### config.mk
export PLATFORM = sky130hd
export DESIGN_NAME = tank_video_top
export DESIGN_NICKNAME = d
export VERILOG_FILES = /design/src/tank_video_pkg.sv /design/src/bullet_marker.sv /design/src/pixel_compositor.sv /design/src/sprite_regs.sv /design/src/tank_sprite.sv /design/src/tank_video_top.sv /design/src/vga_timing.sv
export SDC_FILE = /design/constraint.sdc
export NUM_CORES = 1
export LEC_CHECK = 0
export BUFFER_PORTS_ARGS = -buffer_cell sky130_fd_sc_hd__buf_2
export CAP_MARGIN = 20
export CORE_MARGIN = 10
export CORE_UTILIZATION = 30
export CTS_BUF_LIST = sky130_fd_sc_hd__clkbuf_4
export DETAILED_ROUTE_END_ITERATION = 7
export GPL_TIMING_DRIVEN = 0
export SYNTH_ARGS = -nofsm -noshare
export SYNTH_HDL_FRONTEND = slang
export SYNTH_SLANG_ARGS = --single-unit
### constraint.sdc
create_clock -name clk -period 6.35 [get_ports clk]
set_clock_uncertainty 0.15 [all_clocks]
set_input_delay 0.3175 -clock clk [delete_from_list [all_inputs] [get_ports clk]]
set_output_delay 0.3175 -clock clk [all_outputs]
set_load 0.02 [all_outputs]
### src/tank_video_pkg.sv
/*
 * Shared types for the tank video peripheral: colour, sync, pixel position,
 * tank and bullet state, register map, sprite geometry and the game palette
 */
package tank_video_pkg;

    typedef logic [9:0] coord_t;
    typedef logic [11:0] tank_rom_addr_t;

    typedef struct packed {
        logic [7:0] r;
        logic [7:0] g;
        logic [7:0] b;
    } rgb_t;

    // All active low except vga_clk
    typedef struct packed {
        logic hs;
        logic vs;
        logic blank_n;
        logic vga_clk;
    } vga_sync_t;

    typedef struct packed {
        coord_t x;
        coord_t y;
    } pixel_pos_t;

    // Heading codes 0 up, 1 down, 2 left, 3 right
    typedef struct packed {
        coord_t     x;
        coord_t     y;
        logic [1:0] dir;
    } tank_state_t;

    typedef struct packed {
        coord_t x;
        coord_t y;
        logic   on;
    } bullet_state_t;

    localparam logic [3:0] ADDR_P1_TANKL   = 4'd2;
    localparam logic [3:0] ADDR_P1_TANKD   = 4'd3;
    localparam logic [3:0] ADDR_P2_TANKL   = 4'd4;
    localparam logic [3:0] ADDR_P2_TANKD   = 4'd5;
    localparam logic [3:0] ADDR_P1_BULLETL = 4'd6;
    localparam logic [3:0] ADDR_P1_BULLETD = 4'd7;
    localparam logic [3:0] ADDR_P2_BULLETL = 4'd8;
    localparam logic [3:0] ADDR_P2_BULLETD = 4'd9;

    localparam int POS_SCALE_SHIFT    = 2;
    localparam int SPRITE_SIZE        = 32;
    localparam int SPRITE_FRAME_WORDS = 1024;
    localparam int BULLET_RADIUS      = 5;

    localparam rgb_t P1_BULLET_RGB = '{r: 8'hff, g: 8'hf6, b: 8'h33};
    localparam rgb_t P2_BULLET_RGB = '{r: 8'hd8, g: 8'hd8, b: 8'hd8};

    function automatic rgb_t palette_rgb(input logic [7:0] index);
        rgb_t c;
        case (index)
            8'h00: c = {8'hf0, 8'hf0, 8'hf0};
            8'h01: c = {8'hb0, 8'ha0, 8'ha0};
            8'h02: c = {8'ha0, 8'ha0, 8'hb0};
            8'h03: c = {8'ha0, 8'ha0, 8'ha0};
            8'h04: c = {8'hb0, 8'h30, 8'h20};
            8'h05: c = {8'hb0, 8'h20, 8'h20};
            8'h06: c = {8'he0, 8'he0, 8'h90};
            8'h07: c = {8'he0, 8'h90, 8'h20};
            8'h08: c = {8'he0, 8'h90, 8'h10};
            8'h09: c = {8'h90, 8'h40, 8'h00};
            8'h0a: c = {8'h60, 8'h60, 8'h60};
            8'h0b: c = {8'h60, 8'h60, 8'h00};
            8'h0c: c = {8'h60, 8'h00, 8'h00};
            8'h0d: c = {8'h50, 8'h00, 8'h70};
            8'h0e: c = {8'h00, 8'h40, 8'h40};
            // Entry 15 and anything past the table is black
            default: c = '0;
        endcase
        return c;
    endfunction

endpackage

### src/bullet_marker.sv
/*
 * Bullet marker stage: 9x9 square around the bullet centre
 */
`timescale 1ns/100ps

module bullet_marker (
    input  logic                          clk,
    input  logic                          reset,
    input  tank_video_pkg::pixel_pos_t    pos,
    input  tank_video_pkg::bullet_state_t bullet,
    output logic                          hit
);

    tank_video_pkg::coord_t dist_x;
    tank_video_pkg::coord_t dist_y;
    logic                   hit_q;

    assign dist_x = (pos.x > bullet.x) ? pos.x - bullet.x : bullet.x - pos.x;
    assign dist_y = (pos.y > bullet.y) ? pos.y - bullet.y : bullet.y - pos.y;

    // Second stage matches the tank ROM read
    always_ff @(posedge clk or posedge reset) begin
        if (reset) begin
            hit_q <= 1'b0;
            hit   <= 1'b0;
        end else begin
            hit_q <= bullet.on && dist_x < tank_video_pkg::BULLET_RADIUS &&
                     dist_y < tank_video_pkg::BULLET_RADIUS;
            hit   <= hit_q;
        end
    end

endmodule

### src/pixel_compositor.sv
/*
 * Pixel compositor: sync delay line, palette lookup,
 * layer priority and the output register for the VGA pins
 */
`timescale 1ns/100ps

module pixel_compositor (
    input  logic                      clk,
    input  logic                      reset,
    input  tank_video_pkg::vga_sync_t sync_in,
    input  logic                      tank1_hit,
    input  logic                      tank2_hit,
    input  logic                      bullet1_hit,
    input  logic                      bullet2_hit,
    input  logic [7:0]                tank1_data,
    input  logic [7:0]                tank2_data,
    output tank_video_pkg::rgb_t      rgb,
    output tank_video_pkg::vga_sync_t sync_out
);

    // Syncs inactive, picture blanked
    localparam tank_video_pkg::vga_sync_t SYNC_IDLE = '{
        hs: 1'b1,
        vs: 1'b1,
        blank_n: 1'b0,
        vga_clk: 1'b0
    };

    tank_video_pkg::vga_sync_t sync_d1;
    tank_video_pkg::vga_sync_t sync_d2;
    tank_video_pkg::rgb_t      rgb_next;

    // Tank 1 on top, bullet 2 at the bottom
    always_comb begin
        rgb_next = '0;
        if (sync_d2.blank_n) begin
            if (tank1_hit) begin
                rgb_next = tank_video_pkg::palette_rgb(tank1_data);
            end else if (tank2_hit) begin
                rgb_next = tank_video_pkg::palette_rgb(tank2_data);
            end else if (bullet1_hit) begin
                rgb_next = tank_video_pkg::P1_BULLET_RGB;
            end else if (bullet2_hit) begin
                rgb_next = tank_video_pkg::P2_BULLET_RGB;
            end
        end
    end

    always_ff @(posedge clk or posedge reset) begin
        if (reset) begin
            sync_d1  <= SYNC_IDLE;
            sync_d2  <= SYNC_IDLE;
            sync_out <= SYNC_IDLE;
            rgb      <= '0;
        end else begin
            sync_d1  <= sync_in;
            sync_d2  <= sync_d1;
            sync_out <= sync_d2;
            rgb      <= rgb_next;
        end
    end

endmodule

### src/sprite_regs.sv
/*
 * Write-only register bank for tank and bullet state,
 * unpacked and scaled to screen coordinates
 */
`timescale 1ns/100ps

module sprite_regs (
    input  logic                          clk,
    input  logic                          reset,
    input  logic                          chipselect,
    input  logic                          write,
    input  logic [3:0]                    address,
    input  logic [15:0]                   writedata,
    output tank_video_pkg::tank_state_t   p1_tank,
    output tank_video_pkg::tank_state_t   p2_tank,
    output tank_video_pkg::bullet_state_t p1_bullet,
    output tank_video_pkg::bullet_state_t p2_bullet
);

    logic [15:0] p1_tank_loc;
    logic [15:0] p2_tank_loc;
    logic [15:0] p1_bullet_loc;
    logic [15:0] p2_bullet_loc;
    logic [1:0]  p1_tank_dir;
    logic [1:0]  p2_tank_dir;
    logic        p1_bullet_on;
    logic        p2_bullet_on;

    // Location bytes are in units of 4 pixels
    function automatic tank_video_pkg::coord_t scale(input logic [7:0] b);
        return tank_video_pkg::coord_t'(b) << tank_video_pkg::POS_SCALE_SHIFT;
    endfunction

    always_ff @(posedge clk or posedge reset) begin
        if (reset) begin
            p1_tank_loc   <= '0;
            p2_tank_loc   <= '0;
            p1_bullet_loc <= '0;
            p2_bullet_loc <= '0;
            p1_tank_dir   <= '0;
            p2_tank_dir   <= '0;
            p1_bullet_on  <= 1'b0;
            p2_bullet_on  <= 1'b0;
        end else if (chipselect && write) begin
            case (address)
                tank_video_pkg::ADDR_P1_TANKL:   p1_tank_loc   <= writedata;
                tank_video_pkg::ADDR_P1_TANKD:   p1_tank_dir   <= writedata[15:14];
                tank_video_pkg::ADDR_P2_TANKL:   p2_tank_loc   <= writedata;
                tank_video_pkg::ADDR_P2_TANKD:   p2_tank_dir   <= writedata[15:14];
                tank_video_pkg::ADDR_P1_BULLETL: p1_bullet_loc <= writedata;
                tank_video_pkg::ADDR_P1_BULLETD: p1_bullet_on  <= writedata[15];
                tank_video_pkg::ADDR_P2_BULLETL: p2_bullet_loc <= writedata;
                tank_video_pkg::ADDR_P2_BULLETD: p2_bullet_on  <= writedata[15];
                default: ;
            endcase
        end
    end

    always_comb begin
        p1_tank   = '{x: scale(p1_tank_loc[15:8]), y: scale(p1_tank_loc[7:0]), dir: p1_tank_dir};
        p2_tank   = '{x: scale(p2_tank_loc[15:8]), y: scale(p2_tank_loc[7:0]), dir: p2_tank_dir};
        p1_bullet = '{x: scale(p1_bullet_loc[15:8]), y: scale(p1_bullet_loc[7:0]),
                      on: p1_bullet_on};
        p2_bullet = '{x: scale(p2_bullet_loc[15:8]), y: scale(p2_bullet_loc[7:0]),
                      on: p2_bullet_on};
    end

endmodule

### src/tank_sprite.sv
/*
 * Tank sprite stage: 32x32 box test and sprite ROM address,
 * hit delayed to line up with the ROM data
 */
`timescale 1ns/100ps

module tank_sprite (
    input  logic                           clk,
    input  logic                           reset,
    input  tank_video_pkg::pixel_pos_t     pos,
    input  tank_video_pkg::tank_state_t    tank,
    output logic                           hit,
    output tank_video_pkg::tank_rom_addr_t rom_addr
);

    tank_video_pkg::coord_t dx;
    tank_video_pkg::coord_t dy;
    logic                   in_box;
    logic                   hit_q;

    assign dx = pos.x - tank.x;
    assign dy = pos.y - tank.y;

    // Offsets are only meaningful once the pixel is right of and below the corner
    assign in_box = pos.x >= tank.x && dx < tank_video_pkg::SPRITE_SIZE &&
                    pos.y >= tank.y && dy < tank_video_pkg::SPRITE_SIZE;

    always_ff @(posedge clk or posedge reset) begin
        if (reset) begin
            hit_q <= 1'b0;
            hit   <= 1'b0;
        end else begin
            hit_q <= in_box;
            hit   <= hit_q;
        end
    end

    // One ROM frame per heading
    always_ff @(posedge clk) begin
        if (in_box) begin
            rom_addr <= tank_video_pkg::tank_rom_addr_t'(
                dx + dy * tank_video_pkg::SPRITE_SIZE +
                tank.dir * tank_video_pkg::SPRITE_FRAME_WORDS);
        end
    end

endmodule

### src/tank_video_top.sv
/*
 * Tank game video peripheral top level: register port, VGA timing,
 * two tank sprite stages, two bullet markers and the compositor
 */
`timescale 1ns/100ps

module tank_video_top #(
    parameter int H_ACTIVE = 1280,
    parameter int H_FRONT  = 32,
    parameter int H_SYNC   = 192,
    parameter int H_BACK   = 96,
    parameter int V_ACTIVE = 480,
    parameter int V_FRONT  = 10,
    parameter int V_SYNC   = 2,
    parameter int V_BACK   = 33
) (
    input  logic                           clk,
    input  logic                           reset,
    input  logic                           chipselect,
    input  logic                           write,
    input  logic [3:0]                     address,
    input  logic [15:0]                    writedata,
    input  logic [7:0]                     tank1_rom_data,
    input  logic [7:0]                     tank2_rom_data,
    output tank_video_pkg::tank_rom_addr_t tank1_rom_addr,
    output tank_video_pkg::tank_rom_addr_t tank2_rom_addr,
    output logic [7:0]                     vga_r,
    output logic [7:0]                     vga_g,
    output logic [7:0]                     vga_b,
    output logic                           vga_clk,
    output logic                           vga_hs,
    output logic                           vga_vs,
    output logic                           vga_blank_n
);

    tank_video_pkg::pixel_pos_t    pos;
    tank_video_pkg::vga_sync_t     sync;
    tank_video_pkg::vga_sync_t     pin_sync;
    tank_video_pkg::rgb_t          pin_rgb;
    tank_video_pkg::tank_state_t   p1_tank;
    tank_video_pkg::tank_state_t   p2_tank;
    tank_video_pkg::bullet_state_t p1_bullet;
    tank_video_pkg::bullet_state_t p2_bullet;
    logic                          tank1_hit;
    logic                          tank2_hit;
    logic                          bullet1_hit;
    logic                          bullet2_hit;

    vga_timing #(
        .H_ACTIVE(H_ACTIVE), .H_FRONT(H_FRONT), .H_SYNC(H_SYNC), .H_BACK(H_BACK),
        .V_ACTIVE(V_ACTIVE), .V_FRONT(V_FRONT), .V_SYNC(V_SYNC), .V_BACK(V_BACK)
    ) i_vga_timing (
        .clk(clk), .reset(reset), .pos(pos), .sync(sync)
    );

    sprite_regs i_sprite_regs (
        .clk(clk), .reset(reset), .chipselect(chipselect), .write(write),
        .address(address), .writedata(writedata),
        .p1_tank(p1_tank), .p2_tank(p2_tank),
        .p1_bullet(p1_bullet), .p2_bullet(p2_bullet)
    );

    tank_sprite i_tank1_sprite (
        .clk(clk), .reset(reset), .pos(pos), .tank(p1_tank),
        .hit(tank1_hit), .rom_addr(tank1_rom_addr)
    );

    tank_sprite i_tank2_sprite (
        .clk(clk), .reset(reset), .pos(pos), .tank(p2_tank),
        .hit(tank2_hit), .rom_addr(tank2_rom_addr)
    );

    bullet_marker i_bullet1_marker (
        .clk(clk), .reset(reset), .pos(pos), .bullet(p1_bullet), .hit(bullet1_hit)
    );

    bullet_marker i_bullet2_marker (
        .clk(clk), .reset(reset), .pos(pos), .bullet(p2_bullet), .hit(bullet2_hit)
    );

    pixel_compositor i_pixel_compositor (
        .clk(clk), .reset(reset), .sync_in(sync),
        .tank1_hit(tank1_hit), .tank2_hit(tank2_hit),
        .bullet1_hit(bullet1_hit), .bullet2_hit(bullet2_hit),
        .tank1_data(tank1_rom_data), .tank2_data(tank2_rom_data),
        .rgb(pin_rgb), .sync_out(pin_sync)
    );

    assign vga_r       = pin_rgb.r;
    assign vga_g       = pin_rgb.g;
    assign vga_b       = pin_rgb.b;
    assign vga_clk     = pin_sync.vga_clk;
    assign vga_hs      = pin_sync.hs;
    assign vga_vs      = pin_sync.vs;
    assign vga_blank_n = pin_sync.blank_n;

endmodule

### src/vga_timing.sv
/*
 * VGA timing generator: horizontal and vertical counters,
 * sync and blank decode, pixel position (one pixel per two clocks)
 */
`timescale 1ns/100ps

module vga_timing #(
    parameter int H_ACTIVE = 1280,
    parameter int H_FRONT  = 32,
    parameter int H_SYNC   = 192,
    parameter int H_BACK   = 96,
    parameter int V_ACTIVE = 480,
    parameter int V_FRONT  = 10,
    parameter int V_SYNC   = 2,
    parameter int V_BACK   = 33
) (
    input  logic                       clk,
    input  logic                       reset,
    output tank_video_pkg::pixel_pos_t pos,
    output tank_video_pkg::vga_sync_t  sync
);

    localparam int H_TOTAL  = H_ACTIVE + H_FRONT + H_SYNC + H_BACK;
    localparam int V_TOTAL  = V_ACTIVE + V_FRONT + V_SYNC + V_BACK;
    localparam int H_W      = $clog2(H_TOTAL);
    localparam int V_W      = $clog2(V_TOTAL);
    localparam int HS_START = H_ACTIVE + H_FRONT;
    localparam int HS_END   = HS_START + H_SYNC;
    localparam int VS_START = V_ACTIVE + V_FRONT;
    localparam int VS_END   = VS_START + V_SYNC;

    logic [H_W-1:0] hcount;
    logic [V_W-1:0] vcount;
    logic           end_of_line;
    logic           end_of_frame;

    assign end_of_line  = hcount == H_TOTAL - 1;
    assign end_of_frame = vcount == V_TOTAL - 1;

    always_ff @(posedge clk or posedge reset) begin
        if (reset) begin
            hcount <= '0;
            vcount <= '0;
        end else if (end_of_line) begin
            hcount <= '0;
            vcount <= end_of_frame ? '0 : vcount + 1'b1;
        end else begin
            hcount <= hcount + 1'b1;
        end
    end

    // Pixel column advances every second clock
    assign pos.x = tank_video_pkg::coord_t'(hcount >> 1);
    assign pos.y = tank_video_pkg::coord_t'(vcount);

    always_comb begin
        sync.hs      = !(hcount >= HS_START && hcount < HS_END);
        sync.vs      = !(vcount >= VS_START && vcount < VS_END);
        sync.blank_n = hcount < H_ACTIVE && vcount < V_ACTIVE;
        sync.vga_clk = hcount[0];
    end

endmodule

# [Yosys cells after proc, flatten, opt, wreduce, memory -nomap -nowiden]
# Memory sizes are Yosys's and may differ from the RTL's.
# Index checks and enable logic that the tools add are counted.
[totals] register_bits=159 mem_bits_ro=384 word_cells=126 mem_count=2
[classes] addsub=18 magnitude_cmp=22 eq_ne=10 mux=13 reduce_logical=26
[mem_list] memory="(no name shown)" words=16 width=12 read_ports=1 rd_clocked_by_memory_dff=0 wr=0 line="tank_video_pkg.sv:61" text="case (index)"
[mem_list] memory="(no name shown)" words=16 width=12 read_ports=1 rd_clocked_by_memory_dff=0 wr=0 line="tank_video_pkg.sv:61"
[op_table] op="$mux W24" n=7
[op_table] op="$sub A10 B10 Y10" n=12
[op_table] op="$mux W10" n=5
[op_table] op="$ge A10 B10 Y1" n=4
[op_table] op="$gt A10 B10 Y1" n=4
[op_table] op="$lt A10 B3 Y1 const B" n=4
[op_table] op="$lt A10 B6 Y1 const B" n=4
[op_table] op="$add A10 B12 Y12" n=2
[op_table] op="$add A12 B12 Y12" n=2
[op_table] op="$lt A11 B11 Y1 const B" n=2
[op_table] op="$lt A10 B9 Y1 const B" n=2
[op_table] op="$eq A4 B3 Y1 const B" n=4
[op_table] op="$reduce_and A2 Y1" n=8
[op_table] op="$logic_and A1 B1 Y1" n=14
[op_table] op="$add A11 B1 Y11 const B" n=1
[op_table] op="$eq A11 B11 Y1 const B" n=1
[op_table] op="$ge A11 B11 Y1 const B" n=1
[op_table] op="$mux W11" n=1
[op_table] op="$add A10 B1 Y10 const B" n=1
[op_table] op="$eq A10 B10 Y1 const B" n=1
[op_table] op="$ge A10 B9 Y1 const B" n=1
[op_table] op="$eq A4 B2 Y1 const B" n=2
[op_table] op="$eq A4 B4 Y1 const B" n=2
[op_table] op="$logic_not A4 Y1" n=2
[op_table] op="$logic_not A1 Y1" n=2

# [Logic depth before layout (Yosys ltp)]
# Gate-level depths: netlist (run 1).
[depth] depth_word=5 mapped_depth=17

# [Modules after synthesis]
# A second synthesis (run 1) with hierarchy kept.
[unflattened] cells_unflattened=1386 area_unflattened_um2=13082.5
[by_module_without_submodules] mod="tank_sprite" instances=2 cells_per_inst=186 area_per_inst_um2=1682.9 seq_area_each_um2=410.4
[by_module_without_submodules] mod="sprite_regs" instances=1 cells_per_inst=181 area_per_inst_um2=2924.1 seq_area_each_um2=1751.7
[by_module_without_submodules] mod="bullet_marker (i_bullet1_marker)" instances=1 cells_per_inst=275 area_per_inst_um2=2030.7 seq_area_each_um2=50.0
[by_module_without_submodules] mod="bullet_marker (i_bullet2_marker)" instances=1 cells_per_inst=271 area_per_inst_um2=1920.6 seq_area_each_um2=50.0
[by_module_without_submodules] mod="pixel_compositor" instances=1 cells_per_inst=168 area_per_inst_um2=1640.3 seq_area_each_um2=683.2
[by_module_without_submodules] mod="vga_timing" instances=1 cells_per_inst=119 area_per_inst_um2=1201.2 seq_area_each_um2=525.5

# [Worst setup path before layout (run 1)]
# OpenSTA, ideal clock, no wires.
[synth_timing] kind="reg2reg" startpoint="register i_vga_timing.vcount[3]" endpoint="register i_tank1_sprite.rom_addr[0] (enable)" setup_ns=0.420 t_arrival_ns=3.718 t_required_ns=5.780 setup_slack_ns=2.062 path_stages_with_launch=9 n_path_buf=0 path_cell_list="dfrtp_1 > ha_1 > a21oi_1 > o21ai_0 > a21oi_1 > nor2b_1 > or4b_2 > a2111oi_0 > nor4b_1"
[synth_between] elab_chain_len=3 word_cells_on_any_way=5 classes_between="add/sub: 1; order compare: 2; reduce/logical: 2"
[synth_lines] item="from (decl)" line="vga_timing.sv:33" text="logic [V_W-1:0] vcount;"
[synth_lines] item="from (signal assigned)" line="vga_timing.sv:46" text="vcount <= end_of_frame ? '0 : vcount + 1'b1;"
[synth_lines] item="$sub A10 B10 Y10 / $ge A10 B10 Y1 (equally long branches)" line="tank_sprite.sv:22, tank_sprite.sv:26"
[synth_lines] item="$lt A10 B6 Y1 / $logic_and A1 B1 Y1 (equally long branches)" line="tank_sprite.sv:26, tank_sprite.sv:25"
[synth_lines] item="$logic_and A1 B1 Y1 (*)" line="tank_sprite.sv:26" text="pos.y >= tank.y && dy < tank_video_pkg::SPRITE_SIZE;"
[synth_lines] item="named net i_tank1_sprite.in_box" line="tank_sprite.sv:18" text="logic in_box;"
[synth_lines] item="to (signal assigned)" line="tank_sprite.sv:41" text="rom_addr <= tank_video_pkg::tank_rom_addr_t'("
[synth_lines] item="to (decl)" line="tank_sprite.sv:13" text="output tank_video_pkg::tank_rom_addr_t rom_addr"
# The timed path passes the listed nets; every way through them passes the cells marked *.
# A chain may end at the register's enable or synchronous reset.

# [Final worst setup path (run 1)]
[layout_timing] startpoint="register i_vga_timing.hcount[4]" endpoint="register i_tank1_sprite.rom_addr[1] (enable)"
[layout_between] elab_chain_len=5 word_cells_on_any_way=6 classes_between="add/sub: 1; order compare: 2; reduce/logical: 3"
[layout_lines] item="from (decl)" line="vga_timing.sv:32" text="logic [H_W-1:0] hcount;"
[layout_lines] item="from (signal assigned)" line="vga_timing.sv:48" text="hcount <= hcount + 1'b1;"
[layout_lines] item="$sub A10 B10 Y10" line="tank_sprite.sv:21" text="assign dx = pos.x - tank.x;"
[layout_lines] item="$lt A10 B6 Y1" line="tank_sprite.sv:25" text="assign in_box = pos.x >= tank.x && dx < tank_video_pkg::SPRITE_SIZE &&"
[layout_lines] item="$logic_and A1 B1 Y1 (*) (2 in series)" line="tank_sprite.sv:25"
[layout_lines] item="$logic_and A1 B1 Y1 (*)" line="tank_sprite.sv:26"
[layout_lines] item="named net i_tank1_sprite.in_box" line="tank_sprite.sv:18"
# Marked as above.

==> impl_metrics.csv, run 1 <==
group,metric,value,unit
yosys,syn_area,10700,um2
detailed_routing,drcViolationCount,0,
critical_path,worstSetupPathType,"register to register",
floorplanning,die_y,209,um
place,dp_hpwl,22900,um
cts,ctsHtreeMaxLevel,4,
detailed_routing,dr.pass1.iters,5,
outcome,status,"finished clean",
cts,clk_pin_slew,0.15,ns
pwr,max-vdd-ir-drop,0.000113,V
critical_path,cp.required,6.49,ns
place,portBuffers,86,
cts,cts.sinks,150,
layout,fillers,3633,
cts,cts_repair_resize_count,0,
detailed_routing,initialDrtViolationCount,416,
cts,cts_setup_buffers,0,
cts,cts_buffer_depth,2,
timing,hold_ws,0.0548,ns
cts,clock_latency,0.57,ns
pwr,power.density,248,nW/um2
place,pre_cts_ws,2.01,ns
critical_path,worstSetupEndpointType,"register",
floorplanning,coreArea,35400,um2
timing,tns,0,ns
yosys,yosys_most_used_dff,"dfrtp_1",
yosys,syn_inst,1136,
floorplanning,pin_count,92,
detailed_routing,wl_per_cell,16.5,um
timing,period_share,68.6,%
yosys,synth_enable_flop_cells,24,
grt,grt_use_total,12.9,%
timing,hold_viol_final,0,
layout,area_growth,14.7,%
timing,setup_viol,0,
yosys,ys_async_sr_fraction,84.0,%
pwr,power_leakage,5.64,nW
critical_path,start_kind,"register",
yosys,synthTopCellsByArea,"dfrtp_1, ha_1, edfxtp_1",
layout,nets,1433,
timing,drv_slew,0,
timing,min_period,4.36,ns
timing,slew_headroom,39.5,%
critical_path,r2r_slack,1.99,ns
yosys,yosys_warnings,0,
timing,fmax,230,MHz
timing,setup_slack,1.99,ns
job,cap_violations,0,
place,gp_congestion,0.881,
yosys,avgSynthCellArea,9.43,um2
floorplanning,floorplan.initialDensity,30.3,%
detailed_routing,viasPerCell,4.98,
layout,regArea,3880,um2
layout,most-common-layout-cells,"inv_1, ha_1, dfrtp_1, a21oi_1, buf_2",
yosys,yosysUniqueCellTypes,72,
timing,rsz0062_at_grt,"no",
layout,layout-drive-gt1-share,17.7,%
cts,clock-root-buffer,"clkbuf_4",
grt,grt_pass1_wl,45700,um
layout,multi_input_area,6180,um2
grt,grt_pass1_vias,8498,
cts,cts_made_buffers,17,
grt,grt_antenna_before_repair,2,
critical_path,cp.arrival,4.50,ns
grt,grt_max_degree,71,
floorplanning,rows,69,
yosys,post-synth-top-area-fraction,28.0,%
yosys,yosys.area.top_type,"dfrtp_1",
timing,tightest_slew,0.906,ns
detailed_routing,vias,8650,
yosys,synth-seq-cells,150,
cts,tritoncts,"yes",
grt,grt.overflow.total,0,
detailed_routing,drtAntennaViolNets,0,
floorplanning,dieArea,43700,um2
detailed_routing,wirelength,28700,um
worst_hold_path,hold_path.class,"input pin to register",
critical_path,critPathMaxFanout,10,
floorplanning,die_w,209,um
yosys,synth-seq-area-share,36.2,%
-- cells in the mapped netlist (all sizes together) (24+ instances only) --
cell      n
o21ai    72
dfrtp   120
a21oi    89
nand3    31
inv     121
mux2     61
nor3     27
edfxtp   24
xnor2    43
xor2     25
nand2    74
nor2     64
ha      120
clkbuf   26
-- per-stage QoR --
stage | utilization (%) | cell area (um2) | instances | total power, mW
6_report | 34.7 | 12300 | 1738 | 3.04
5_1_grt | 34.7 | 12300 | 1738 | 3.28
4_1_cts | 34.7 | 12300 | 1737 | 3.07
3_5_place_dp | 33.3 | 11800 | 1688 | 2.38
3_3_place_gp | 33.1 | 11700 | 1684 | 2.35
2_1_floorplan | - | 10700 | 1137 | 2.09
-- final timing paths --
path                                                      end  depth (start not counted)                          start
worst min-delay path               i_pixel_compositor.rgb[20]                          4              tank2_rom_data[1]
worst max register to register     i_tank1_sprite.rom_addr[1]                         11         i_vga_timing.hcount[4]
max in group asynchronous       i_pixel_compositor.sync_d1[3]                          4                          reset
worst max-delay path               i_tank1_sprite.rom_addr[1]                         11         i_vga_timing.hcount[4]
min in group asynchronous          i_pixel_compositor.rgb[20]                          3                          reset
worst min register to register  i_pixel_compositor.sync_d2[1]                          0  i_pixel_compositor.sync_d1[1]
-- cell families (layout without fill, tap and decap cells) --
family / count (synthesis) / in the layout / share of synthesized area, %
flip-flops: 150 / 150 / 36.2
other: 1 / 3 / 0.0350
buffers and inverters: 163 / 302 / 6.29
adder cells (fa/ha/maj): 130 / 130 / 15.9
AO/OA/AOI/OAI: 257 / 257 / 14.6
AND/OR/NAND/NOR: 293 / 293 / 13.8
XOR/XNOR: 68 / 68 / 5.56
multiplexers: 74 / 74 / 7.62
-- where the power goes --
group          switching (mW)  total (mW)  internal (mW)  leakage [nW]
clock                   0.384       0.672          0.288         0.164
combinational           0.682        1.22          0.538          3.66
sequential             0.0555        1.15           1.10          1.82
total                    1.12        3.04           1.92          5.64
-- metal layers --
metal,up-vias,wire length (um),global-route usage (%)
met3,31,1080,2.19
met2,194,13400,21.2
met5,-,0,0
met4,0,534,3.89
met1,4166,13700,17.1
li1,4259,-,-
-- final cells by class --
type	count	area share (%)
Antenna cell	1	0.0204
Buffer	42	1.79
Clock buffer	18	1.10
Clock inverter	14	1.53
Inverter	121	3.74
Multi-Input combinational cell	824	50.2
Sequential cell	150	31.6
Tap cell	461	4.69
Timing Repair Buffer	107	5.32
-- worst max-delay path, stage by stage (launching register included) --
cell and delay, ns:
dfrtp_1 0.72, inv_1 0.31, fa_1 0.49, nor2b_1 0.14, o21ai_0 0.09, nand2b_1 0.11
xor2_1 0.17, nor4_1 0.31, o21ai_0 0.12, a2111oi_0 0.37, nor4b_2 0.80, buf_4 0.31
-- flip-flops by register name, indices dropped and copies added (netlist names), 2 cells and up --
register / cells
i_sprite_regs.p1_bullet_loc: 16
i_sprite_regs.p1_tank_loc: 16
i_sprite_regs.p2_bullet_loc: 16
i_sprite_regs.p2_tank_loc: 16
i_pixel_compositor.rgb: 15
i_tank1_sprite.rom_addr: 12
i_tank2_sprite.rom_addr: 12
i_vga_timing.hcount: 11
i_vga_timing.vcount: 10
i_pixel_compositor.sync_d1: 4
i_pixel_compositor.sync_d2: 4
i_pixel_compositor.sync_out: 4
i_sprite_regs.p1_tank_dir: 2
i_sprite_regs.p2_tank_dir: 2
-- what timing repair did --
item / in CTS / in global routing
hold endpoints to repair: 121 / 0
setup endpoints to repair: 0 / 0
hold buffers: 17 / 0
Power figures use the tool's default switching activity.
==> inputs of run 2 (changes only) <==
--- a/config.mk
+++ b/config.mk
@@ -5,6 +5,7 @@
 export SDC_FILE = /design/constraint.sdc
 export NUM_CORES = 1
 export LEC_CHECK = 0
+export ABC_AREA = 1
 export BUFFER_PORTS_ARGS = -buffer_cell sky130_fd_sc_hd__buf_2
 export CAP_MARGIN = 20
 export CORE_MARGIN = 10
==> constraint.sdc (replaced) <==
create_clock -name clk -period 4.2 [get_ports clk]
set_clock_uncertainty 0.15 [all_clocks]
set_input_delay 0.21 -clock clk [delete_from_list [all_inputs] [get_ports clk]]
set_output_delay 0.21 -clock clk [all_outputs]
set_load 0.02 [all_outputs]
==> run 2 against run 1 <==
  * Die area up 7.5%
  * Register-to-register slack worse by 1.7 ns
  * Maximum frequency up 10%
  * Utilization up 0.76 points
  * Clock-buffer cell count up 2
  * First-iteration DRC count up 75%
  * Cell area up 9.5%
  * Global-route usage up 1.5 points
  * Combinational power up 84%
  * Largest cell class unchanged
==> impl_metrics.csv, run 2 <==
group,metric,value,unit
timing,setup_slack,0.247,ns
pwr,power_leakage,7.13,nW
yosys,yosys_warnings,0,
place,portBuffers,88,
yosys,synth-seq-area-share,33.4,%
layout,area_growth,16.0,%
worst_hold_path,hold_path.class,"input pin to register",
yosys,avgSynthCellArea,7.27,um2
cts,ctsHtreeMaxLevel,4,
critical_path,worstSetupEndpointType,"register",
place,pre_cts_ws,0.0817,ns
job,cap_violations,0,
timing,drv_slew,0,
cts,cts_setup_buffers,0,
place,dp_hpwl,27200,um
detailed_routing,drcViolationCount,0,
grt,grt.overflow.total,0,
timing,fmax,253,MHz
pwr,max-vdd-ir-drop,0.000190,V
floorplanning,rows,71,
detailed_routing,vias,10800,
timing,rsz0062_at_grt,"no",
yosys,syn_area,11600,um2
critical_path,start_kind,"register",
critical_path,cp.arrival,4.16,ns
place,dpl-instance-area,12700,um2
floorplanning,dieArea,47000,um2
detailed_routing,initialDrtViolationCount,727,
layout,final_core_util,35.5,%
yosys,synth_common_cells,"nand2_1, inv_1, dfrtp_1, ha_1, o21ai_0",
critical_path,path_cells,"inv_1 > fa_1 > o21ai_1 > a21oi_1 > xor2_1 > inv_1 > ha_1 > a21oi_1 > nand2_1 > nand2_1 > nand2_1 > a21oi_1 > xor2_1",
timing,slew_headroom,51.7,%
yosys,post-synth-top-area-fraction,25.9,%
place,gp_congestion,0.932,
yosys,yosys.area.top_type,"dfrtp_1",
pwr,power.density,374,nW/um2
timing,tns,0,ns
layout,fin_area,13500,um2
grt,met2_usage,23.6,%
yosys,yosys_most_used_dff,"dfrtp_1",
detailed_routing,dr.pass1.iters,7,
grt,grt_pass1_wl,54900,um
grt,gr-usage-met3,3.84,%
timing,min_period,3.95,ns
critical_path,worst-path-buf-inv,2,
floorplanning,die_w,217,um
grt,top_usage_layer,"met2",
grt,grt_pass1_vias,10400,
grt,grt_antenna_before_repair,0,
cts,tritoncts,"yes",
detailed_routing,wl_per_cell,15.0,um
yosys,syn_inst,1597,
outcome,status,"finished clean",
critical_path,slowest_delay,0.72,ns
yosys,yosysUniqueCellTypes,51,
grt,met1_usage,18.7,%
yosys,synthTopCellsByArea,"dfrtp_1, nand2_1, ha_1",
floorplanning,floorplan.initialDensity,30.6,%
detailed_routing,wirelength,34200,um
timing,tightest_slew,0.725,ns
yosys,synth_enable_flop_cells,24,
grt,grt_max_degree,90,
critical_path,r2r_slack,0.25,ns
layout,fillers,4031,
cts,clock-root-buffer,"clkbuf_4",
detailed_routing,viasPerCell,4.75,
layout,nets,1917,
critical_path,worstSetupPathType,"register to register",
critical_path,cp_slowest_cell,"dfrtp_1",
timing,period_share,94.1,%
layout,diodes,0,
detailed_routing,drtAntennaViolNets,0,
layout,layout_commonest_cell,"nand2_1",
timing,setup_viol,0,
pwr,total_power,5.03,mW
layout,most-common-layout-cells,"nand2_1, inv_1, ha_1, dfrtp_1, o21ai_0",
floorplanning,coreArea,37900,um2
cts,cts_made_buffers,17,
timing,hold_viol_final,0,
grt,grt_use_total,14.5,%
layout,layout-drive-gt1-share,11.1,%
critical_path,critPathMaxFanout,10,
cts,cts.sinks,150,
yosys,yosysMostFrequentCell,"nand2_1",
yosys,synth-seq-cells,150,
floorplanning,die_y,217,um
cts,cts_buffer_depth,2,
floorplanning,pin_count,92,
cts,clk_pin_slew,0.13,ns
cts,clock_latency,0.60,ns
critical_path,cpLargestDelayFamily,"compound AO/OA/AOI/OAI gates",
layout,regArea,3880,um2
layout,multi_input_area,6550,um2
critical_path,cp.required,4.41,ns
yosys,ys_async_sr_fraction,84.0,%
[run 2: cell types whose count changed in the layout (fill, tap and decap cells not counted), moves of 17 or more]
cell | before | now
o21ai_0 | 72 | 108
xnor2_1 | 43 | 12
mux2_2 | 61 | 0
nor2b_1 | 17 | 0
nor2_1 | 64 | 99
nand2_1 | 74 | 429
nand2_2 | 0 | 17
inv_1 | 120 | 257
nand3_1 | 31 | 107
dlygate4sd3_1 | 17 | 39
[run 2: tightest hold or removal path: cells and delay by family]
family	cells	cell delay (ns)
AND/OR/NAND/NOR	4	0.37
buffers and inverters	1	0.10
AO/OA/AOI/OAI	1	0.06
[run 2: logic make-up (layout without fill, tap and decap cells)]
| group | Yosys count | after routing | synth area share, % |
|---|---|---|---|
| compound gates | 242 | 242 | 11.2 |
| xor+xnor | 42 | 42 | 3.17 |
| fa+ha+maj | 130 | 130 | 14.7 |
| buf+inv | 301 | 463 | 10.2 |
| flops | 150 | 150 | 33.4 |
| other cells | 1 | 2 | 0.0323 |
| simple gates | 731 | 731 | 27.3 |
[run 2: area by class of cell]
class | instances | share of cell area, %
repair buffers | 130 | 6.49
clock buffers | 20 | 1.12
well taps | 511 | 4.75
multi-input cells | 1147 | 48.6
clock inverters | 12 | 1.32
inverters | 268 | 7.53
flip-flops and latches | 150 | 28.8
plain buffers | 33 | 1.33
[run 2: worst paths after layout]
path | start | to | cells past startpoint
setup / recovery | i_vga_timing.hcount[4] | i_tank1_sprite.rom_addr[11] | 13
hold / removal | chipselect | i_sprite_regs.p2_bullet_loc[7] | 6
setup reg to reg | i_vga_timing.hcount[4] | i_tank1_sprite.rom_addr[11] | 13
hold reg to reg | i_bullet2_marker.hit_q | i_bullet2_marker.hit | 0
max in group asynchronous | reset | i_pixel_compositor.sync_d1[2] | 5
min in group asynchronous | reset | i_sprite_regs.p2_tank_loc[9] | 4
[run 2: what timing repair did]
item / 4_1_cts / 5_1_grt
resized for setup: 0 / 2
hold endpoints to repair: 201 / 0
endpoints found under the setup margin: 0 / 15
hold buffers: 39 / 0
[run 2: routing by layer]
metal  up-vias  wire length [um]
met3        46              2610
met2       329             15500
met4         0               510
met1      4981             15500
met5         -                 0
li1       5427                 -
[run 2: where the power goes]
group / switching [mW] / internal, mW
sequential: 0.0940 / 1.65
clock: 0.560 / 0.492
combinational: 1.41 / 0.832
total: 2.07 / 2.97
[run 2: stage by stage]
stage	cells	hold slack (ns)
2_1_floorplan	1598	0.181
3_3_place_gp	2197	0.184
3_5_place_dp	2200	0.0889
4_1_cts	2271	0.000317
5_1_grt	2271	0.0436
6_report	2271	0.0274
